==> config.mk <==
export PLATFORM = sky130hd
export DESIGN_NAME = m1_mmu_cfg
export DESIGN_NICKNAME = d
export VERILOG_FILES = /design/src/verilog/m1_pkg.sv /design/src/verilog/m1_mmu_cfg.sv
export SDC_FILE = /design/constraint.sdc
export NUM_CORES = 1
export LEC_CHECK = 0
export BUFFER_PORTS_ARGS = -buffer_cell sky130_fd_sc_hd__buf_4
export CAP_MARGIN = 40
export CORE_MARGIN = 5
export CORE_UTILIZATION = 35
export CTS_BUF_LIST = sky130_fd_sc_hd__clkbuf_16
export CTS_CLUSTER_SIZE = 16
export DETAILED_ROUTE_END_ITERATION = 10
export PLACE_DENSITY = 0.76
export SLEW_MARGIN = 20
export SYNTH_ARGS = -nofsm -noshare
export SYNTH_HDL_FRONTEND = slang
export SYNTH_SLANG_ARGS = --single-unit
==> constraint.sdc <==
create_clock -name sys_clock_i -period 1.96 [get_ports sys_clock_i]
set_clock_uncertainty 0.2 [all_clocks]
set_input_delay 0.294 -clock sys_clock_i [delete_from_list [all_inputs] [get_ports sys_clock_i]]
set_output_delay 0.294 -clock sys_clock_i [all_outputs]
set_load 0.1 [all_outputs]
==> src/verilog/m1_pkg.sv <==
package m1_pkg;

  // Bus widths
  localparam int M1_AW = 32;                  // Address width
  localparam int M1_DW = 32;                  // Data width
  localparam int M1_SW = M1_DW / 8;           // Byte selects, one per byte lane

  // Prefetch buffer geometry, 256 words = 1 KB window
  localparam int PF_DEPTH = 256;
  localparam int PF_IDX_W = 8;                // Word index, address bits [9:2]
  localparam int PF_WIN_LSB = 10;             // Window base compares bits [31:10]

  // Config register file
  localparam int CFG_AW = 2;
  localparam logic [CFG_AW-1:0] CFG_CTRL   = 2'd0; // Bit 0 enables the window
  localparam logic [CFG_AW-1:0] CFG_BASE   = 2'd1; // Window base, bits [31:10]
  localparam logic [CFG_AW-1:0] CFG_LDPTR  = 2'd2; // Buffer load pointer, word index
  localparam logic [CFG_AW-1:0] CFG_LDDATA = 2'd3; // Load word at pointer, then bump

  // External slave timing
  localparam int WB_ACK_DELAY = 2;            // Cycles from first strobe to ack
  localparam int WB_CNT_W = $clog2(WB_ACK_DELAY + 1); // Delay counter width

  // External RAM geometry, 1024 words, address bits [11:2]
  localparam int EXT_DEPTH = 1024;
  localparam int EXT_IDX_W = 10;

endpackage

==> src/verilog/m1_mmu_cfg.sv <==
module m1_mmu_cfg import m1_pkg::*; (
  // System
  input  logic                      sys_clock_i,  // System clock
  input  logic                      reset_i,      // Sync reset, active high

  // Config write port
  input  logic                      cfg_we_i,     // One-cycle write strobe
  input  logic [CFG_AW-1:0]         cfg_addr_i,   // Register code
  input  logic [M1_DW-1:0]          cfg_wdata_i,  // Write data

  // Window settings towards the MMU
  output logic                      win_en_o,     // Window enable
  output logic [M1_AW-1:PF_WIN_LSB] win_base_o,   // Window base, upper address bits

  // Load port towards the prefetch buffer
  output logic                      pf_load_o,    // Load strobe
  output logic [PF_IDX_W-1:0]       pf_idx_o,     // Word index to load
  output logic [M1_DW-1:0]          pf_data_o     // Word to load
);

  // Control state
  logic                      win_en_q;
  logic [M1_AW-1:PF_WIN_LSB] win_base_q;
  logic [PF_IDX_W-1:0]       ld_ptr_q;            // Auto-incrementing load pointer

  // Per-register write decodes
  logic wr_ctrl;
  logic wr_base;
  logic wr_ldptr;
  logic wr_lddata;

  assign wr_ctrl   = cfg_we_i && (cfg_addr_i == CFG_CTRL);
  assign wr_base   = cfg_we_i && (cfg_addr_i == CFG_BASE);
  assign wr_ldptr  = cfg_we_i && (cfg_addr_i == CFG_LDPTR);
  assign wr_lddata = cfg_we_i && (cfg_addr_i == CFG_LDDATA);

  always_ff @(posedge sys_clock_i) begin
    if (reset_i) begin
      win_en_q   <= 1'b0;                         // Window off after reset
      win_base_q <= '0;
      ld_ptr_q   <= '0;
    end else begin
      if (wr_ctrl) begin
        win_en_q <= cfg_wdata_i[0];
      end
      if (wr_base) begin
        win_base_q <= cfg_wdata_i[M1_AW-1:PF_WIN_LSB]; // Low bits ignored
      end
      // Explicit pointer write beats the increment
      if (wr_ldptr) begin
        ld_ptr_q <= cfg_wdata_i[PF_IDX_W-1:0];
      end else if (wr_lddata) begin
        ld_ptr_q <= ld_ptr_q + 1'b1;              // Wraps at PF_DEPTH
      end
    end
  end

  assign win_en_o   = win_en_q;
  assign win_base_o = win_base_q;

  // Buffer write lands on the same edge as the pointer bump
  assign pf_load_o = wr_lddata;
  assign pf_idx_o  = ld_ptr_q;                    // Current pointer, pre-increment
  assign pf_data_o = cfg_wdata_i;

endmodule

# Word level (Yosys, flattened, before mapping)
# Cells that the tools add are included.
# op_classes
n_addsub	1
n_eq_ne	3
mux	2
reduce_logical	6
# ops
op	count
8-bit 2-to-1 mux	2
8-bit by 1-bit adder with 8-bit output, second input constant	1
2-bit equality test, second input constant	2
1-bit logical AND	4
2-bit by 1-bit equality test with 1-bit output, second input constant	1
2-bit zero test	1
2-bit nonzero test	1
# totals
register_bits	31
inputBits	37
out_inout_bits	64

# Logic depth before layout (Yosys ltp)
# Gate-level depths: netlist of run 1.
# logic_depth
ltp_word	4
ltp_mapped	5
mapped_depth_nobuf	4

# Worst setup path before layout of run 1
# No wires, ideal clock.
# synth_path
path_type	register to register
startpoint	register ld_ptr_q[0] (netlist: pf_idx_o[0])
endpoint	register ld_ptr_q[4] (netlist: pf_idx_o[4])
setup_time_ns	0.074
arrival_ns	2.020
setup_slack_ns	-0.334
path_stages_with_launch	5
synth_period_minus_slack_ns	2.294
cell_sequence	dfxtp_1 -> ha_1 -> nand3_1 -> or4_1 -> a31oi_1
# synth_via
elab_chain_cells	3
# synth_lines
item	line_no	text
from (decl)	m1_mmu_cfg.sv:24	logic [PF_IDX_W-1:0] ld_ptr_q;
from (signal assigned)	m1_mmu_cfg.sv:51	ld_ptr_q <= cfg_wdata_i[PF_IDX_W-1:0];
from (signal assigned)	m1_mmu_cfg.sv:53	ld_ptr_q <= ld_ptr_q + 1'b1;
8-bit by 1-bit adder with 8-bit output	m1_mmu_cfg.sv:53	
8-bit 2-to-1 mux	m1_mmu_cfg.sv:52	end else if (wr_lddata) begin
8-bit 2-to-1 mux	m1_mmu_cfg.sv:50	if (wr_ldptr) begin
# No other way between the ends. The select of a mux whose other input is x is not followed.
# A chain may end at the register's enable or synchronous reset.

# Worst setup path after layout of run 1
# layout_path
startpoint	register ld_ptr_q[4] (netlist: pf_idx_o[4])
endpoint	output pf_idx_o[4]
# layout_lines
item	line_no	text
to (decl)	m1_mmu_cfg.sv:17	output logic [PF_IDX_W-1:0] pf_idx_o,
# No word-level cell between the ends.

==> impl_metrics.toml, run 1 <==
[die]
core_area_um2 = 4384
num_rows = 24
die_area_um2 = 6029
start_util = 0.3653
die_h_um = 77.65
ios = 101
die_w_um = 77.65

[run_status]
status = "finished, final reports clean"

[worst_setup_path]
r2r_cells = 4
cp_cell_sequence = "buf_4"
reg2reg_from = "pf_idx_o[0]"
critical-path-max-stage-delay_ns = 0.47
cp_data_required_time_ns = 1.47
crit_slowest_cell = "dfxtp_1"
critPathKind = "reg2out"
cp-startpoint = "pf_idx_o[4]"
cp.depth = 1
critical-path-top-delay-family = "flip-flops"
crit_fanout = 9
r2r-end = "pf_idx_o[4]"
crit_path_start_kind = "flip-flop"
cp_num_buf_inv = 1
r2r_setup_slack_ns = 0.39
worst_setup_path_end_kind = "output port"
endpoint = "pf_idx_o[4]"
cp.arrival_ns = 1.08

[sta]
tightest_slew_ns = 0.4064
slew_viol_final = 0
finalSetupViolations = 0
min_period_over_period = 0.8045
clock.fmax_ghz = 0.6342
post-route-min-period_ns = 1.577
tns_ns = 0
hold_violations = 0
max-slew-margin-rel = 0.7291
rsz0062_at_grt = "false"

[place]
portBuffers = 96
post-dp-hpwl_um = 3117
gp_congestion = 0.7787
place_area_um2 = 2069

[route]
routed_via_density = 4.818
ant_nets = 0
first_iter_violations = 31
drtPass1Iterations = 4
drc = 0
wirelength_um = 4131
wire_per_inst_um = 13.41
vias = 1484

[yosys]
avgSynthCellArea_um2 = 8.171
netlist.area_leader.share = 0.3875
ys_top_cells_by_area = "dfxtp_1 (39%), buf_4 (15%), nand2_1 (10%)"
async_reset_ff_frac = 0
ys_ff_latch = 31
yosys.cell_types.count = 37
synth_most_common_cell = "nand2_1"
synth_area_um2 = 1602
synth_ff_type = "dfxtp_1"
seq_area_frac_synth = 0.3875
synthCells = 196
ys_warn_count = 0
synth_fp_nets = 234
yosys.area.top_type = "dfxtp_1"
synth-edff-count = 0
ys_top_cells_by_count = "nand2_1 (44), buf_4 (32), dfxtp_1 (31)"

[clock_network]
h-tree-depth = 2
clk_pin_slew_ns = 0.05
cts_tree = "built"
insertion_delay_ns = 0.27
cts_buffer_depth = 2
root_buffer = "clkbuf_16"
postCtsHoldBufs = 0
post_cts_buffers = 0
clock-sinks = 31
cts_resized = 0
cts_buffers = 5

[global_routing]
globalRouteTotalUtil = 0.1286
grt_pass1_vias = 1422
grt_pass1_wl_um = 6486
grt_remaining_overflow = 0
antenna_found_initial = 0
grt_max_degree = 35

[finish]
syn2layout_area_growth_pct = 37.58
antennaDiodeCount = 0
drive_gt1_frac = 0.4375
design_area_um2 = 2203
fillers = 428
multiInputGateArea_um2 = 646.9
nets = 294
seqCellArea_um2 = 625.6

[pwr]
power_density_nw_per_um2 = 915.8
power.leakage_nw = 0.9822
ir_drop_uv = 628.8

[run]
cap_violations = 0

[worst_hold_path]
hold_path.class = "in2reg"
## sequential cells by signal, indices dropped and copies added, names as in the netlist
signal / cells
pf_idx_o: 8
win_en_o: 1
win_base_o: 22
## layer usage
metal / share of wire / wire (um) / GRT usage
met1: 0.40 / 1671 / 0.1523
met2: 0.49 / 2044 / 0.2187
met3: 0.095 / 394 / 0.05208
met4: 0.0048 / 20 / 0.02577
met5: 0 / 0 / 0
## final cells by class
| class | instances | share of cell area |
|---|---|---|
| Multi-Input combinational cell | 120 | 0.2936 |
| Timing Repair Buffer | 97 | 0.3305 |
| Tap cell | 52 | 0.02953 |
| Clock buffer | 5 | 0.05679 |
| Sequential cell | 31 | 0.2839 |
| Inverter | 1 | 0.001704 |
| Clock inverter | 2 | 0.003975 |
## how the worst min path moves through the flow
| stage | startpoint | end | slack [ns] | cells past startpoint |
|---|---|---|---|---|
| finish | cfg_wdata_i[29] | win_base_o[29] | 0.08 | 3 |
| global route | cfg_wdata_i[29] | win_base_o[29] | 0.08 | 3 |
| CTS | cfg_wdata_i[10] | win_base_o[10] | 0.08 | 3 |
| detailed placement | win_base_o[16] | win_base_o[16] | 0.25 | 2 |
| global placement | win_base_o[15] | win_base_o[15] | 0.24 | 2 |
| floorplan | cfg_wdata_i[14] | win_base_o[14] | 0.23 | 2 |
## logic make-up (layout without fill, tap and decap cells)
| group | Yosys count | after routing | synth area share |
|---|---|---|---|
| buffers and inverters | 45 | 105 | 0.2086 |
| adders and majority gates | 1 | 1 | 0.007811 |
| and+or+nand+nor | 74 | 74 | 0.2250 |
| muxes | 3 | 3 | 0.01875 |
| DFF | 31 | 31 | 0.3875 |
| AOI/OAI and AO/OA | 42 | 42 | 0.1523 |
## power breakdown
| group | leakage [nW] | internal (mW) | switching [mW] | total, mW |
|---|---|---|---|---|
| registers | 0.254 | 0.656 | 0.0184 | 0.675 |
| clock network | 0.0671 | 0.454 | 0.239 | 0.693 |
| logic | 0.661 | 0.143 | 0.508 | 0.651 |
| total | 0.982 | 1.25 | 0.765 | 2.02 |
## cells in the final DEF (no fill, tap or decap), drive strengths merged, types with 2 or more instances in the layout
cell,count
clkbuf,5
nor2,3
a31oi,5
mux2i,3
buf,97
nand2,45
and2,2
or4,2
and3b,2
clkinv,2
a21boi,3
dfxtp,31
nand4,2
nand3b,2
o221ai,2
o22ai,2
nor2b,3
nand3,5
o21ai,3
a21oi,24
and3,3
## through the flow
step	hold slack (ns)	worst slack (ns)	instances	utilization	power [mW]
2_1_floorplan	0.2273	0.05500	196	-	1.247
3_3_place_gp	0.2423	0.4683	301	0.4720	1.338
3_5_place_dp	0.2467	0.4161	301	0.4720	1.341
4_1_cts	0.07905	0.3868	308	0.5026	2.041
5_1_grt	0.07939	0.2682	308	0.5026	2.105
6_report	0.08360	0.3832	308	0.5026	2.018
## worst min-delay path, cell delays in order
cell,delay (ns)
buf_4,0.11
nand2_1,0.05
a21oi_1,0.05
Power figures use the tool's default switching activity.
==> inputs of run 2 (changes only) <==
Settings changed: PLACE_DENSITY 0.76 to 0.78.
Clock period 1.96 ns to 1.3 ns, I/O delays scaled along.
==> impl_metrics.toml, run 2 (synthesized netlist as in run 1, its figures left out) <==
[run_status]
status = "finished, violations left"
violations = "negative hold slack, negative setup slack"

[worst_setup_path]
cp_num_buf_inv = 3
critPathKind = "reg2out"
r2r-end = "pf_idx_o[4]"
crit_fanout = 4
cp_data_required_time_ns = 0.90
worst_setup_path_end_kind = "output port"
cp_cell_sequence = "buf_4 > buf_6 > buf_12"
crit_path_start_kind = "flip-flop"
reg2reg_from = "pf_idx_o[1]"
critical-path-max-stage-delay_ns = 0.36
crit_slowest_cell = "dfxtp_4"
r2r_cells = 4
critical-path-top-delay-family = "buffers and inverters"
r2r_setup_slack_ns = -0.12
cp.arrival_ns = 1.03

[route]
routed_via_density = 4.853
first_iter_violations = 56
wirelength_um = 4970
drc = 0
wire_per_inst_um = 14.28
vias = 1689
ant_nets = 0
drtPass1Iterations = 4

[pwr]
ir_drop_uv = 726.8
p_total_mw = 3.197
power_density_nw_per_um2 = 1162
power.leakage_nw = 1.202

[die]
core_area_um2 = 4384
die_area_um2 = 6029
die_w_um = 77.65
start_util = 0.3653
ios = 101
die_h_um = 77.65
num_rows = 24

[global_routing]
globalRouteTotalUtil = 0.1570
grt_pass1_vias = 1688
grt_busiest_layer = "met2"
gr-usage-met1 = 0.1777
met3_usage = 0.04630
antenna_found_initial = 0
grt_remaining_overflow = 0
use_met2 = 0.2763
grt_max_degree = 25
grt_pass1_wl_um = 7783

[finish]
layout_commonest_cell = "buf_4"
drive_gt1_frac = 0.5439
syn2layout_area_growth_pct = 71.72
antennaDiodeCount = 0
design_area_um2 = 2750
largest_register_ffs = 22
final_util = 0.6273
mostFrequentLayoutCells = "buf_4 (101), nand2_1 (44), a21oi_1 (24)"
nets = 334
final_cells = 348

[clock_network]
root_buffer = "clkbuf_16"
cts_buffers = 5
clk_pin_slew_ns = 0.05
cts_tree = "built"
cts_buffer_depth = 2
h-tree-depth = 2
insertion_delay_ns = 0.27
clock-sinks = 31

[sta]
tightest_slew_ns = 0.3555
max-slew-margin-rel = 0.7630
finalSetupViolations = 6
worst_hold_slack_ns = -0.003798
rsz0062_at_grt = "true"
slew_viol_final = 0
setup_slack_ns = -0.1210
tns_ns = -0.3168
clock.fmax_ghz = 0.7037
hold_violations = 1
post-route-min-period_ns = 1.421
min_period_over_period = 1.093

[worst_hold_path]
hold_path.class = "in2reg"
worstHoldPathCells = 3
holdPathEnd = "pf_idx_o[6]"
min_from = "cfg_wdata_i[6]"

[place]
dp_cells = 316
pre_cts_ws_ns = -0.07459
post-dp-hpwl_um = 3494
gp_congestion = 0.8619
portBuffers = 96
place_area_um2 = 2282

[run]
cap_violations = 0
run 2: cell count changes in the layout (fill, tap and decap cells not counted), sizes merged:
cell,delta
buf,+17
dlygate4sd3,+23
run 2: repair_timing:
item,CTS,global route
hold endpoints to repair,24,0
gates resized for setup,13,8
hold buffers,23,0
pin swaps,2,1
buffers inserted,0,2
endpoints found under the setup margin,12,11
run 2: metal layers:
metal | up-vias | part of all wire
met5 | - | 0
li1 | 834 | -
met2 | 66 | 0.51
met3 | 10 | 0.075
met4 | 0 | 0.020
met1 | 779 | 0.39
run 2: area by class of cell:
class | instances | area (um^2)
multi-input combinational | 120 | 689.4
timing repair buffer | 137 | 1179
clock inverter | 2 | 8.758
clock buffer | 5 | 125.1
inverter | 1 | 3.754
fill | 401 | 1634
sequential | 31 | 679.4
tap | 52 | 65.06
run 2: power breakdown:
group	internal, mW	switching [mW]
clock	0.686	0.378
combinational	0.321	0.800
sequential	0.984	0.0276
total	1.99	1.21
run 2: how the worst max path moves through the flow:
stage / depth (start not counted) / start / endpoint / slack (ns)
CTS: 4 / pf_idx_o[1] / pf_idx_o[4] / -0.1
detailed placement: 4 / pf_idx_o[1] / pf_idx_o[4] / -0.07
floorplan: 4 / pf_idx_o[0] / pf_idx_o[4] / -0.32
finish: 3 / pf_idx_o[1] / pf_idx_o[1] / -0.12
global route: 4 / pf_idx_o[1] / pf_idx_o[4] / -0.15
global placement: 4 / pf_idx_o[1] / pf_idx_o[4] / -0.05
run 2: worst register-to-register path: stages, from the launching register on:
cell	delay [ns]
dfxtp_4	0.37
ha_4	0.15
nand3_4	0.07
or4_1	0.40
a31oi_1	0.14
