<file path="src/verilog/m1_pkg.sv">
package m1_pkg;

  // Bus widths
  localparam int M1_AW = 32;                  // Address width
  localparam int M1_DW = 32;                  // Data width
  localparam int M1_SW = M1_DW / 8;           // Byte selects, one per byte lane

  // Prefetch buffer geometry, 256 words = 1 KB window
  localparam int PF_DEPTH = 256;
  localparam int PF_IDX_W = 8;                // Word index, address bits [9:2]
  localparam int PF_WIN_LSB = 10;             // Window base compares bits [31:10]

  // Config register file
  localparam int CFG_AW = 2;
  localparam logic [CFG_AW-1:0] CFG_CTRL   = 2'd0; // Bit 0 enables the window
  localparam logic [CFG_AW-1:0] CFG_BASE   = 2'd1; // Window base, bits [31:10]
  localparam logic [CFG_AW-1:0] CFG_LDPTR  = 2'd2; // Buffer load pointer, word index
  localparam logic [CFG_AW-1:0] CFG_LDDATA = 2'd3; // Load word at pointer, then bump

  // External slave timing
  localparam int WB_ACK_DELAY = 2;            // Cycles from first strobe to ack
  localparam int WB_CNT_W = $clog2(WB_ACK_DELAY + 1); // Delay counter width

  // External RAM geometry, 1024 words, address bits [11:2]
  localparam int EXT_DEPTH = 1024;
  localparam int EXT_IDX_W = 10;

endpackage

</file>
<file path="src/verilog/m1_mmu.sv">
module m1_mmu import m1_pkg::*; (
  // System
  input  logic                      sys_clock_i,  // System clock
  input  logic                      reset_i,      // Sync reset, active high

  // Window settings
  input  logic                      win_en_i,     // Window enable
  input  logic [M1_AW-1:PF_WIN_LSB] win_base_i,   // Window base

  // Instruction request
  input  logic                      imem_read_i,  // Fetch level, held until done
  input  logic [M1_AW-1:0]          imem_addr_i,  // Fetch address
  output logic                      imem_done_o,  // Fetch done
  output logic [M1_DW-1:0]          imem_data_o,  // Fetched word

  // Data request
  input  logic                      dmem_read_i,  // Read level, held until done
  input  logic                      dmem_write_i, // Write level, held until done
  input  logic [M1_AW-1:0]          dmem_addr_i,  // Data address
  input  logic [M1_DW-1:0]          dmem_data_i,  // Write data
  input  logic [M1_SW-1:0]          dmem_sel_i,   // Byte selects
  output logic                      dmem_done_o,  // Data done
  output logic [M1_DW-1:0]          dmem_data_o,  // Read data

  // Prefetch buffer read port
  output logic [PF_IDX_W-1:0]       pf_rd_idx_o,  // Word index into buffer
  input  logic [M1_DW-1:0]          pf_rd_data_i, // Buffer word

  // Wishbone master
  output logic                      wb_cyc_o,     // Cycle
  output logic                      wb_stb_o,     // Strobe
  output logic                      wb_we_o,      // Write enable
  output logic [M1_AW-1:0]          wb_adr_o,     // Address
  output logic [M1_DW-1:0]          wb_dat_o,     // Write data
  output logic [M1_SW-1:0]          wb_sel_o,     // Byte selects
  input  logic                      wb_ack_i,     // Acknowledge
  input  logic [M1_DW-1:0]          wb_dat_i      // Read data
);

  // Request decode
  logic win_hit;                                  // Fetch falls in the window
  logic imem_ext_req;                             // Fetch needs the bus
  logic dmem_req;                                 // Data access pending

  // Bus ownership
  logic own_i_q;                                  // Instruction miss holds the bus
  logic own_d_q;                                  // Data access holds the bus
  logic bus_idle;
  logic grant_i;                                  // New grant this cycle
  logic grant_d;
  logic sel_i;                                    // Effective owner, latched or new
  logic sel_d;

  // Window compare on the upper address bits
  assign win_hit = win_en_i && (imem_addr_i[M1_AW-1:PF_WIN_LSB] == win_base_i);

  assign imem_ext_req = imem_read_i && !win_hit;
  assign dmem_req     = dmem_read_i || dmem_write_i;

  // Buffer index, the word offset inside the window
  assign pf_rd_idx_o = imem_addr_i[PF_WIN_LSB-1:PF_WIN_LSB-PF_IDX_W];

  // Grant only from idle, data first
  assign bus_idle = !own_i_q && !own_d_q;
  assign grant_d  = bus_idle && dmem_req;
  assign grant_i  = bus_idle && imem_ext_req && !dmem_req;

  // Grant counts in the request cycle, so no dead cycle before strobe
  assign sel_d = own_d_q || grant_d;
  assign sel_i = own_i_q || grant_i;

  // Owner held until ack, then released on that edge
  always_ff @(posedge sys_clock_i) begin
    if (reset_i) begin
      own_i_q <= 1'b0;
      own_d_q <= 1'b0;
    end else if (wb_ack_i) begin
      own_i_q <= 1'b0;
      own_d_q <= 1'b0;
    end else begin
      if (grant_d) begin
        own_d_q <= 1'b1;
      end
      if (grant_i) begin
        own_i_q <= 1'b1;
      end
    end
  end

  // Bus steering
  assign wb_cyc_o = sel_i || sel_d;
  assign wb_stb_o = sel_i || sel_d;               // No pipelining, stb follows cyc
  assign wb_we_o  = sel_d && dmem_write_i;        // Fetches never write
  assign wb_adr_o = sel_d ? dmem_addr_i : imem_addr_i;
  assign wb_dat_o = dmem_data_i;
  assign wb_sel_o = sel_d ? dmem_sel_i : {M1_SW{1'b1}}; // Miss reads whole word

  // Completion routing, ack goes to the owner only
  assign imem_done_o = (imem_read_i && win_hit) || (sel_i && wb_ack_i);
  assign dmem_done_o = sel_d && wb_ack_i;

  // Return data
  assign imem_data_o = win_hit ? pf_rd_data_i : wb_dat_i;
  assign dmem_data_o = wb_dat_i;

endmodule

</file>
<file path="config.mk">
export PLATFORM = sky130hd
export DESIGN_NAME = m1_mmu
export DESIGN_NICKNAME = d
export VERILOG_FILES = /design/src/verilog/m1_pkg.sv /design/src/verilog/m1_mmu.sv
export SDC_FILE = /design/constraint.sdc
export NUM_CORES = 1
export LEC_CHECK = 0
export CORE_AREA = 2 2 131 133
export CTS_CLUSTER_DIAMETER = 150
export DETAILED_ROUTE_END_ITERATION = 8
export DIE_AREA = 0 0 133 135
export DONT_BUFFER_PORTS = 1
export GPL_TIMING_DRIVEN = 0
export REMOVE_ABC_BUFFERS = 1
export SETUP_SLACK_MARGIN = 0.02
export SYNTH_ARGS = -nofsm -noshare
export SYNTH_HDL_FRONTEND = slang
export SYNTH_SLANG_ARGS = --single-unit
</file>
<file path="constraint.sdc">
create_clock -name sys_clock_i -period 3.4 [get_ports sys_clock_i]
set_clock_uncertainty 0.15 [all_clocks]
set_input_delay 1.02 -clock sys_clock_i [delete_from_list [all_inputs] [get_ports sys_clock_i]]
set_output_delay 1.02 -clock sys_clock_i [all_outputs]
set_load 0.005 [all_outputs]
</file>
# After elaboration in Yosys (flattened, before gate mapping)
# Index checks and enable logic that the tools add are counted.
dict set report totals {
  reg_bits 2
  latchBits 0
  ram_bits 0
  romBits 0
  in_bits 193
  output_inout_bits 145
  n_memories 0
}
dict set report op_classes {
  addsub 0
  n_mul 0
  div 0
  magnitude_cmp 0
  n_eq_ne 1
  shift 0
  mux 3
  n_bitwise 0
  n_reduce_logical 20
}
# operator count
set ops {}
lappend ops {{32-bit two-way mux} 2}
lappend ops {{22-bit equality test} 1}
lappend ops {{1-bit logical AND} 10}
lappend ops {{1-bit logical OR} 5}
lappend ops {{1-bit logical NOT} 4}
lappend ops {{4-bit two-way mux} 1}
lappend ops {{2-bit OR reduction} 1}

# Depth between registers and ports, before layout
# Gate-level depths: netlist of run 1.
dict set report depth {
  word_depth 9
  mapped_depth 7
  ltp_nobuf 5
}

# Worst setup path before layout of run 1
# OpenSTA, ideal clock, no wires.
dict set report synth_path {
  path_type {input -> output}
  from {input port win_base_i[21] (netlist bit)}
  to {output port wb_stb_o}
  t_arrival_ns 2.417
  t_required_ns 2.230
  slack_ns -0.187
  path_stages 7
  cell_sequence {xnor2_1 > nand4_1 > nor4_2 > nand3_2 > buf_6 > a211o_1 > buf_4}
}
dict set report synth_between {
  elab_chain_cells 8
}
# item line_no
set synth_rtl {}
lappend synth_rtl {{start: declaration} m1_mmu.sv:8} ;# input logic [M1_AW-1:PF_WIN_LSB] win_base_i,
lappend synth_rtl {{22-bit equality test} m1_mmu.sv:55} ;# assign win_hit = win_en_i && (imem_addr_i[M1_AW-1:PF_WIN_LSB] == win_base_i);
lappend synth_rtl {{1-bit logical AND} m1_mmu.sv:55}
lappend synth_rtl {{1-bit logical NOT} m1_mmu.sv:57} ;# assign imem_ext_req = imem_read_i && !win_hit;
lappend synth_rtl {{1-bit logical AND} m1_mmu.sv:57}
lappend synth_rtl {{1-bit logical AND (2 in series)} m1_mmu.sv:66} ;# assign grant_i = bus_idle && imem_ext_req && !dmem_req;
lappend synth_rtl {{1-bit logical OR} m1_mmu.sv:70} ;# assign sel_i = own_i_q || grant_i;
lappend synth_rtl {{1-bit logical OR} n/a}
lappend synth_rtl {{end: declaration} m1_mmu.sv:31} ;# output logic wb_stb_o,
# Every way passes these cells.

# Final worst setup path of run 1
dict set report layout_path {
  from {input port win_base_i[21] (netlist bit)}
  to {output port imem_data_o[15]}
}
dict set report layout_between {
  elab_chain_cells 3
}
# item line_no
set layout_rtl {}
lappend layout_rtl {{22-bit equality test} m1_mmu.sv:55}
lappend layout_rtl {{1-bit logical AND} m1_mmu.sv:55}
lappend layout_rtl {{32-bit two-way mux} m1_mmu.sv:103} ;# assign imem_data_o = win_hit ? pf_rd_data_i : wb_dat_i;
lappend layout_rtl {{end: declaration} m1_mmu.sv:14} ;# output logic [M1_DW-1:0] imem_data_o,
# Every way passes these cells.

==> results of run 1 <==
## Yosys cell counts (3+ instances only)
cell	count	area (um2)
buf_4	73	548
buf_6	3	33.8
mux2_2	37	417
mux2_4	27	405
nand4_1	4	25.0
nor2_1	5	18.8
or2_2	4	25.0
xnor2_1	15	131
xor2_1	7	61.3
## kinds of logic (layout without fill, tap and decap cells)
group,count (synthesis),count (layout)
and+or+nand+nor,21,22
AOI/OAI and AO/OA,5,5
DFF,2,2
xor gates and xnor gates,22,22
muxes,64,64
buffers and inverters,82,10
## metrics by stage
stage / total power [uW] / setup TNS, ns / instance area [um2]
floorplan: 142 / -52.71 / 1220
global placement: 167 / -104.55 / 1500
detailed placement: 171 / -46.65 / 1520
CTS: 366 / -9.48 / 1760
global route: 380 / -12.81 / 1790
finish: 364 / -8.99 / 1790
## path summary, 6_finish.rpt
kind	to	cells after the start	slack, ns
worst max-delay path	imem_data_o[15]	8	-0.30
worst min-delay path	own_i_q	1	0.45
worst max register to register	own_i_q	4	2.33
worst min register to register	own_i_q	1	0.45
## repair_timing
item	4_1_cts	5_1_grt
pin swaps	3	0
setup endpoints to repair	36	35
gates cloned	1	0
gates resized for setup	12	3
setup buffers	4	0
## state kept, by name (all words and copies together), names as in the netlist
name / cells
own_d_q: 1
own_i_q: 1
## power by group through the flow
stage | combinational [uW] | sequential (uW) | clock, uW
floorplan | 117 | 25.4 | 0
global placement | 142 | 25.5 | 0
detailed placement | 145 | 25.9 | 0
CTS | 158 | 25.7 | 182
global route | 169 | 25.8 | 185
finish | 158 | 25.7 | 180
## area by class of cell
class	count	area share
inverter	2	0.00419
sequential	2	0.0223
timing repair buffer	5	0.0509
multi-input combinational	113	0.727
tap	220	0.154
clock buffer	3	0.0419
## layer usage
metal  routed length, um  GRT usage  up-vias
li1                    -          -      456
met1                2950     0.0904      519
met2                4500      0.159      248
met3                1650     0.0619       27
met4                 280     0.0311        6
met5                  34          0        -
==> impl_metrics.env, run 1 <==
export IMPL_critPathTopFamily="simple AND/OR/NAND/NOR gates"
export IMPL_fin_crit_ns=3.70
export IMPL_synth_top_family_by_area="multiplexers"
export IMPL_multi_input_area_um2=1300
export IMPL_synth_xor_xnor_area_share=0.106
export IMPL_insertedDiodeCount=0
export IMPL_die_h_um=135
export IMPL_dr_total_vias=1256
export IMPL_synth_compound_area_frac=0.0192
export IMPL_pwr_share_clk=0.495
export IMPL_synth_simple_area_share=0.0680
export IMPL_seqPwrFrac=0.071
export IMPL_drtAntennaViolNets=0
export IMPL_internal_power_uw=265
export IMPL_rsz0062_at_grt="yes"
export IMPL_worst_slack_ns=-0.304
export IMPL_rr_startpoint="own_d_q"
export IMPL_fmax_mhz=270
export IMPL_finalSetupViolations=35
export IMPL_outcome="finished with violations"
export IMPL_pwr_share_comb=0.434
export IMPL_crit_path_max_incr_delay_ns=0.33
export IMPL_place_congestion=0.768
export IMPL_synth_distinct_cells=23
export IMPL_cts_tree="yes"
export IMPL_htree_levels=1
export IMPL_synthCells=196
export IMPL_min_from="own_i_q"
export IMPL_grt_pass1_wl_um=11300
export IMPL_syn_to_final_growth_pct=-1.51
export IMPL_final_cells=345
export IMPL_hold_ws_ns=0.451
export IMPL_drive_gt1_frac=0.704
export IMPL_finalNetCount=320
export IMPL_vdd_drop_max_v=0.000211
export IMPL_ys_warn_count=0
export IMPL_grt_start_max_net_pins=37
export IMPL_dp_hpwl_um=8390
export IMPL_initial_utilization=0.111
export IMPL_cp_end_kind="output pin"
export IMPL_final_util=0.109
export IMPL_first_iter_violations=16
export IMPL_cp_buffers_inverters=3
export IMPL_power_density_nw_per_um2=203
export IMPL_worstPathRequired_ns=2.23
export IMPL_hold_path_class="flop to flop"
export IMPL_leakage_uw=0.000659
export IMPL_slew_viol_final=0
export IMPL_synth_edff_count=0
export IMPL_async_reset_ff_frac=0
export IMPL_violations="setup timing"
export IMPL_synth_mux_area_frac=0.452
export IMPL_final_common_cell="mux2_2"
export IMPL_wl_um=9420
export IMPL_dp_slack_ns=-1.38
export IMPL_crit_fanout=17
export IMPL_clock_sinks=2
export IMPL_fillerInstances=1867
export IMPL_root_buffer="clkbuf_16"
export IMPL_worstMarginPinSlew_ns=0.509
export IMPL_clock_path_buffers=2
export IMPL_switchingPower_uw=98.8
export IMPL_synth_seq_area_share=0.0220
export IMPL_dp_cells=337
export IMPL_overflow=0
export IMPL_crit_top_cell="buf_12"
export IMPL_synth_flop_cell="dfxtp_1"
export IMPL_grt_usage=0.0927
export IMPL_synth_seq_cells=2
export IMPL_clk_pin_slew_ns=0.03
export IMPL_fin_crit_sh=1.09
export IMPL_antenna_found_initial=3
export IMPL_hold_viol=0
export IMPL_die_w_um=133
export IMPL_critPathKind="input pin to output pin"
export IMPL_wire_per_inst_um=27.3
export IMPL_first_global_vias=1391
export IMPL_max_cap_violations=0
export IMPL_path_cells="xnor2_4 > nand4_1 > nor4_4 > buf_6 > buf_12 > nand3_4 > buf_12 > mux2_4"
export IMPL_numCtsBuffers=3
export IMPL_post_route_drc_count=0
export IMPL_via_per_inst=3.64
export IMPL_sw_frac_of_total=0.272
export IMPL_layout_common_cells="mux2_2 (37), mux2_4 (27), xnor2_1 (10)"
export IMPL_core_um2=16400
export IMPL_synth_fa_ha_area_frac=0
export IMPL_holdBufCountCts=0
export IMPL_clk_latency_ns=0.22
export IMPL_worst_path_max_delay_cell="nor4_4"
export IMPL_first_pass_iters=4
export IMPL_syn_cell_area_um2=1820
export IMPL_max_slew_margin_rel=0.658
export IMPL_avgSynthCellArea_um2=9.29
export IMPL_cp_startpoint="win_base_i[21]"
export IMPL_num_rows=47
export IMPL_worstPathArrival_ns=2.53
export IMPL_io_pins=338
export IMPL_seq_area_um2=40.0
export IMPL_dieArea_um2=18000
export IMPL_cp_start_kind="input pin"
export IMPL_io_buffers=0
Note: power is estimated with default switching activity, not from simulation.
==> run 2: changes to the inputs <==
--- a/config.mk
+++ b/config.mk
@@ -5,10 +5,11 @@
 export SDC_FILE = /design/constraint.sdc
 export NUM_CORES = 1
 export LEC_CHECK = 0
-export CORE_AREA = 2 2 131 133
+export ABC_AREA = 1
+export CORE_AREA = 2 2 133 135
 export CTS_CLUSTER_DIAMETER = 150
 export DETAILED_ROUTE_END_ITERATION = 8
-export DIE_AREA = 0 0 133 135
+export DIE_AREA = 0 0 135 137
 export DONT_BUFFER_PORTS = 1
 export GPL_TIMING_DRIVEN = 0
 export REMOVE_ABC_BUFFERS = 1
==> run 2 against run 1 <==
Compared with the run above:
- the flow now finishes without violations
- sequential power about the same
- via count grew 66%
- synthesized cell count is 110% higher
- critical path depth increased by 2
- worst setup slack improved by 0.45 ns
- count of clock-buffer cells in the layout unchanged
- sequential share of layout area is 0.17 points lower
- non-clock buffer count rose by 3
- power fell by 5.1%
- hold slack gained 0.093 ns
- combinational power shrank 7%
==> impl_metrics.env, run 2 <==
export IMPL_outcome="finished, final reports clean"
export IMPL_grt_usage=0.0799
export IMPL_syn_cell_area_um2=2040
export IMPL_cp_buffers_inverters=3
export IMPL_htree_levels=1
export IMPL_wire_per_inst_um=15.6
export IMPL_final_common_cell="nand2_1"
export IMPL_synth_flop_cell="dfxtp_1"
export IMPL_yosys_area_top_type="nand2_1"
export IMPL_max_slew_margin_rel=0.592
export IMPL_syn_to_final_growth_pct=-4.73
export IMPL_cp_end_kind="output pin"
export IMPL_fin_area_um2=1940
export IMPL_top_regs="own_d_q: 1 flops, own_i_q: 1 flops"
export IMPL_initial_utilization=0.119
export IMPL_synth_seq_area_share=0.0197
export IMPL_worstPathArrival_ns=2.08
export IMPL_worst_path_max_delay_cell="buf_12"
export IMPL_clk_pin_slew_ns=0.03
export IMPL_hold_path_class="flop to flop"
export IMPL_drtAntennaViolNets=0
export IMPL_place_congestion=0.768
export IMPL_first_pass_iters=4
export IMPL_final_cells=560
export IMPL_crit_path_max_incr_delay_ns=0.16
export IMPL_clock_path_buffers=2
export IMPL_io_pins=338
export IMPL_power_density_nw_per_um2=178
export IMPL_place_area_um2=1670
export IMPL_finalSetupViolations=0
export IMPL_hold_viol=0
export IMPL_grt_start_max_net_pins=53
export IMPL_synth_area_leaders="nand2_1 (35%), buf_4 (27%), nand2_2 (9.2%)"
export IMPL_critPathTopFamily="simple AND/OR/NAND/NOR gates"
export IMPL_multi_input_area_um2=1260
export IMPL_synthCells=407
export IMPL_netlist_top_cells_count="nand2_1 (192), buf_4 (73), inv_1 (42)"
export IMPL_synth_seq_cells=2
export IMPL_dp_slack_ns=-0.416
export IMPL_crit_top_cell="nand2_1"
export IMPL_yosysMostFrequentCell="nand2_1"
export IMPL_dp_cells=546
export IMPL_core_um2=17100
export IMPL_dr_total_vias=2090
export IMPL_post_route_drc_count=0
export IMPL_slew_viol_final=0
export IMPL_clock_sinks=2
export IMPL_worst_slack_ns=0.146
export IMPL_worstMarginPinSlew_ns=0.610
export IMPL_synth_distinct_cells=18
export IMPL_fmax_mhz=307
export IMPL_worstPathRequired_ns=2.23
export IMPL_max_cap_violations=0
export IMPL_insertedDiodeCount=0
export IMPL_io_buffers=0
export IMPL_synth_edff_count=0
export IMPL_dieArea_um2=18500
export IMPL_cp_start_kind="input pin"
export IMPL_fin_tns_setup_ns=0
export IMPL_via_per_inst=3.73
export IMPL_seq_area_um2=40.0
export IMPL_wl_um=8760
export IMPL_rsz0062_at_grt="yes"
export IMPL_layout_common_cells="nand2_1 (184), inv_1 (41), nand2_2 (38)"
export IMPL_clk_latency_ns=0.22
export IMPL_async_reset_ff_frac=0
export IMPL_finalNetCount=530
export IMPL_total_power_uw=345
export IMPL_path_cells="inv_1 > o21ai_1 > nor2_1 > nand2_1 > nor2_4 > nand3_4 > buf_12 > clkinv_16 > nand2_2 > nand2_1"
export IMPL_numCtsBuffers=3
export IMPL_die_h_um=137
export IMPL_vdd_drop_max_v=0.000117
export IMPL_first_iter_violations=115
export IMPL_cts_tree="yes"
export IMPL_fin_crit_sh=0.957
export IMPL_fin_crit_ns=3.25
export IMPL_yosysTopAreaCellShare=0.354
export IMPL_fillerInstances=2020
export IMPL_first_global_vias=1852
export IMPL_drive_gt1_frac=0.203
export IMPL_root_buffer="clkbuf_16"
export IMPL_antenna_found_initial=0
export IMPL_avgSynthCellArea_um2=5.00
export IMPL_leakage_uw=0.00108
export IMPL_dp_hpwl_um=6820
export IMPL_crit_fanout=33
export IMPL_overflow=0
export IMPL_ys_warn_count=0
export IMPL_grt_pass1_wl_um=10500
export IMPL_critPathKind="input pin to output pin"
export IMPL_num_rows=48
export IMPL_die_w_um=135
==> run 2: through the flow <==
step | utilization | hold slack (ns)
finish | 0.114 | 0.544
global route | 0.114 | 0.625
CTS | 0.109 | 0.456
detailed placement | 0.0980 | 0.426
global placement | 0.0978 | 0.407
floorplan | - | 0.377
==> run 2: worst paths after layout <==
kind / from / slack (ns) / depth (start not counted) / to
worst min register to register: own_i_q / 0.54 / 5 / own_i_q
worst min-delay path: own_i_q / 0.54 / 5 / own_i_q
worst max register to register: own_i_q / 2.15 / 3 / own_d_q
worst max-delay path: imem_addr_i[13] / 0.15 / 10 / imem_data_o[9]
==> run 2: layer usage <==
layer  vias up  share of wire  wire length, um  GRT usage
li1        979              -                -          -
met1       888           0.39             3400     0.0915
met2       215           0.45             3960      0.133
met3         8           0.15             1290     0.0437
met4         0          0.011               98     0.0150
met5         -              0                0          0
==> run 2: cell type report <==
class	count	area share
multi-input combinational	276	0.651
tap	225	0.145
inverter	46	0.105
timing repair buffer	8	0.0394
clock buffer	3	0.0387
sequential	2	0.0206
==> run 2: cells by family (layout without fill, tap and decap cells) <==
kind of cell	Yosys count	after routing	share of synthesized area
AND/OR/NAND/NOR	249	252	0.513
buffers and inverters	132	57	0.406
AO/OA/AOI/OAI	23	23	0.0565
flip-flops	2	2	0.0197
XOR/XNOR	1	1	0.00430
==> run 2: what timing repair did <==
action	in CTS	in global routing
gates cloned	1	2
setup buffers	6	2
pin swaps	3	5
endpoints found under the setup margin	67	36
gates resized for setup	10	14
hold buffers	0	0
==> run 2: worst reg2reg max path: cells and delay by family (launching register included) <==
family | cells | cell delay, ns
compound gates | 1 | 0.52
buf+inv | 1 | 0.07
flops | 1 | 0.29
simple gates | 1 | 0.08
==> run 2: where the power goes <==
| part | switching (uW) | internal (uW) | leakage (uW) | total [uW] |
|---|---|---|---|---|
| combinational | 97.3 | 49.4 | 0.00102 | 147 |
| sequential | 0.744 | 24.7 | 0.0000164 | 25.4 |
| clock | 23.7 | 149 | 0.0000370 | 173 |
| total | 122 | 223 | 0.00108 | 345 |
==> run 3: changes to the inputs <==
--- a/config.mk
+++ b/config.mk
@@ -6,10 +6,12 @@
 export NUM_CORES = 1
 export LEC_CHECK = 0
 export ABC_AREA = 1
-export CORE_AREA = 2 2 133 135
+export ABC_CLOCK_PERIOD_IN_PS = 3400
+export CORE_AREA = 2 2 129 131
+export CTS_BUF_LIST = sky130_fd_sc_hd__clkbuf_2
 export CTS_CLUSTER_DIAMETER = 150
 export DETAILED_ROUTE_END_ITERATION = 8
-export DIE_AREA = 0 0 135 137
+export DIE_AREA = 0 0 131 133
 export DONT_BUFFER_PORTS = 1
 export GPL_TIMING_DRIVEN = 0
 export REMOVE_ABC_BUFFERS = 1
==> run 3 against run 2 <==
Compared with the run above:
- first-iteration DRC count is 8.7% lower
- final cell count is 0.89% lower
- global-route usage is 0.80 points higher
- die area is 5.8% lower
- power is 39% lower
- core utilization is 0.35 points higher
- wire length is 5.6% higher
- largest cell class unchanged
- largest power group is now combinational cells
==> impl_metrics.env, run 3 (synthesis gave the netlist of run 2 again) <==
export IMPL_die_h_um=133
export IMPL_worstPathRequired_ns=2.23
export IMPL_fillerInstances=1889
export IMPL_layout_common_cells="nand2_1 (184), inv_1 (40), nand2_2 (38)"
export IMPL_numCtsBuffers=3
export IMPL_dp_hpwl_um=7120
export IMPL_insertedDiodeCount=0
export IMPL_first_global_vias=1696
export IMPL_outcome="finished, final reports clean"
export IMPL_fmax_mhz=305
export IMPL_total_power_uw=210
export IMPL_dr_total_vias=2059
export IMPL_syn_to_final_growth_pct=-6.88
export IMPL_clock_sinks=2
export IMPL_via_per_inst=3.71
export IMPL_dp_cells=541
export IMPL_wire_per_inst_um=16.7
export IMPL_cp_start_kind="input pin"
export IMPL_post_route_drc_count=0
export IMPL_initial_utilization=0.126
export IMPL_path_cells="clkinvlp_4 > nand2_2 > nand2_1 > nor2_1 > nand2_1 > nor2_4 > nand3_4 > buf_12 > clkinv_16 > nand2_2 > nand2_1"
export IMPL_grt_start_max_net_pins=53
export IMPL_place_congestion=0.748
export IMPL_hold_path_depth=4
export IMPL_rsz0062_at_grt="yes"
export IMPL_root_buffer="clkbuf_2"
export IMPL_cp_end_kind="output pin"
export IMPL_leakage_uw=0.00105
export IMPL_crit_top_cell="nand2_1"
export IMPL_rr_startpoint="own_i_q"
export IMPL_htree_levels=1
export IMPL_top_regs="own_d_q: 1 flops, own_i_q: 1 flops"
export IMPL_clk_latency_ns=0.20
export IMPL_drtAntennaViolNets=0
export IMPL_worstMarginPinSlew_ns=0.580
export IMPL_drive_gt1_frac=0.203
export IMPL_num_rows=47
export IMPL_grt_usage=0.0880
export IMPL_max_slew_margin_rel=0.612
export IMPL_finalSetupViolations=0
export IMPL_r2r_end="own_d_q"
export IMPL_first_iter_violations=105
export IMPL_cts_tree="yes"
export IMPL_critPathKind="input pin to output pin"
export IMPL_io_pins=338
export IMPL_antenna_found_initial=0
export IMPL_hold_path_class="flop to flop"
export IMPL_crit_fanout=33
export IMPL_max_cap_violations=0
export IMPL_die_w_um=131
export IMPL_crit_path_max_incr_delay_ns=0.16
export IMPL_wl_um=9250
export IMPL_worstHoldEndpoint="own_i_q"
export IMPL_dieArea_um2=17400
export IMPL_fin_area_um2=1900
export IMPL_place_area_um2=1660
export IMPL_cp_buffers_inverters=3
export IMPL_fin_crit_sh=0.965
export IMPL_grt_pass1_wl_um=10700
export IMPL_slew_viol_final=0
export IMPL_first_pass_iters=4
export IMPL_final_cells=555
export IMPL_fin_crit_ns=3.28
export IMPL_hold_viol=0
export IMPL_worst_path_max_delay_cell="buf_12"
export IMPL_overflow=0
export IMPL_core_um2=16200
export IMPL_clock_path_buffers=2
export IMPL_vdd_drop_max_v=0.0000564
export IMPL_reg2reg_setup_slack_ns=2.19
export IMPL_hold_ws_ns=0.467
export IMPL_min_from="own_i_q"
export IMPL_final_common_cell="nand2_1"
export IMPL_worstPathArrival_ns=2.11
export IMPL_io_buffers=0
export IMPL_finalNetCount=530
export IMPL_critPathTopFamily="simple AND/OR/NAND/NOR gates"
export IMPL_clk_pin_slew_ns=0.03
export IMPL_power_density_nw_per_um2=111
export IMPL_reg2regPathDepth=3
run 3: changes by cell type in the layout (fill, tap and decap cells not counted), sizes merged:
cell      previous run  this run
buf                  8         7
clkbuf               3         4
clkinvlp             0         1
inv                 45        44
run 3: worst max path at each step:
| stage | from | end | cells past startpoint |
|---|---|---|---|
| finish | imem_addr_i[12] | imem_data_o[27] | 11 |
| global route | imem_addr_i[12] | imem_data_o[10] | 11 |
| CTS | imem_addr_i[12] | imem_data_o[10] | 11 |
| detailed placement | dmem_read_i | wb_adr_o[31] | 5 |
| global placement | dmem_read_i | wb_adr_o[10] | 5 |
| floorplan | dmem_read_i | wb_adr_o[10] | 5 |
run 3: final cells by class:
cell class | count | area, um2 | share of cell area
Inverter | 46 | 208 | 0.110
Timing Repair Buffer | 8 | 90.1 | 0.0475
Clock buffer | 3 | 15.0 | 0.00792
Tap cell | 220 | 275 | 0.145
Multi-Input combinational cell | 276 | 1270 | 0.669
Sequential cell | 2 | 40.0 | 0.0211
run 3: layer usage:
| metal | share of wire | vias up | routed length, um | global-route usage |
|---|---|---|---|---|
| li1 | - | 981 | - | - |
| met1 | 0.38 | 852 | 3520 | 0.100 |
| met2 | 0.44 | 216 | 4100 | 0.134 |
| met3 | 0.17 | 8 | 1530 | 0.0663 |
| met4 | 0.0025 | 2 | 23 | 0.00768 |
| met5 | 0.0075 | - | 69 | 0.0294 |
run 3: tightest hold or removal path, delay by kind of cell, from the launching register on:
kind	cells	cell delay, ns
and+or+nand+nor	2	0.17
DFF	1	0.29
buffers and inverters	2	0.11
run 3: power breakdown:
| part | switching [uW] | internal, uW | total [uW] |
|---|---|---|---|
| clock | 15.2 | 23.5 | 38.8 |
| sequential | 0.860 | 24.6 | 25.5 |
| combinational | 97.0 | 48.7 | 146 |
| total | 113 | 96.8 | 210 |
run 3: timing repair:
action / in CTS / in global routing
resized for setup: 11 / 13
endpoints found under the setup margin: 67 / 35
gates cloned: 1 / 3
pin swaps: 4 / 6
setup buffers: 6 / 1
hold buffers: 0 / 0
run 3: stage by stage:
stage | TNS, ns | util | setup slack [ns]
after global placement | -33.21 | 0.103 | -0.813
after global routing | 0 | 0.117 | 0.00309
after detailed placement | -35.13 | 0.103 | -0.830
after floorplan | -4.33 | - | -0.179
final | 0 | 0.117 | 0.118
after CTS | 0 | 0.111 | 0.0383
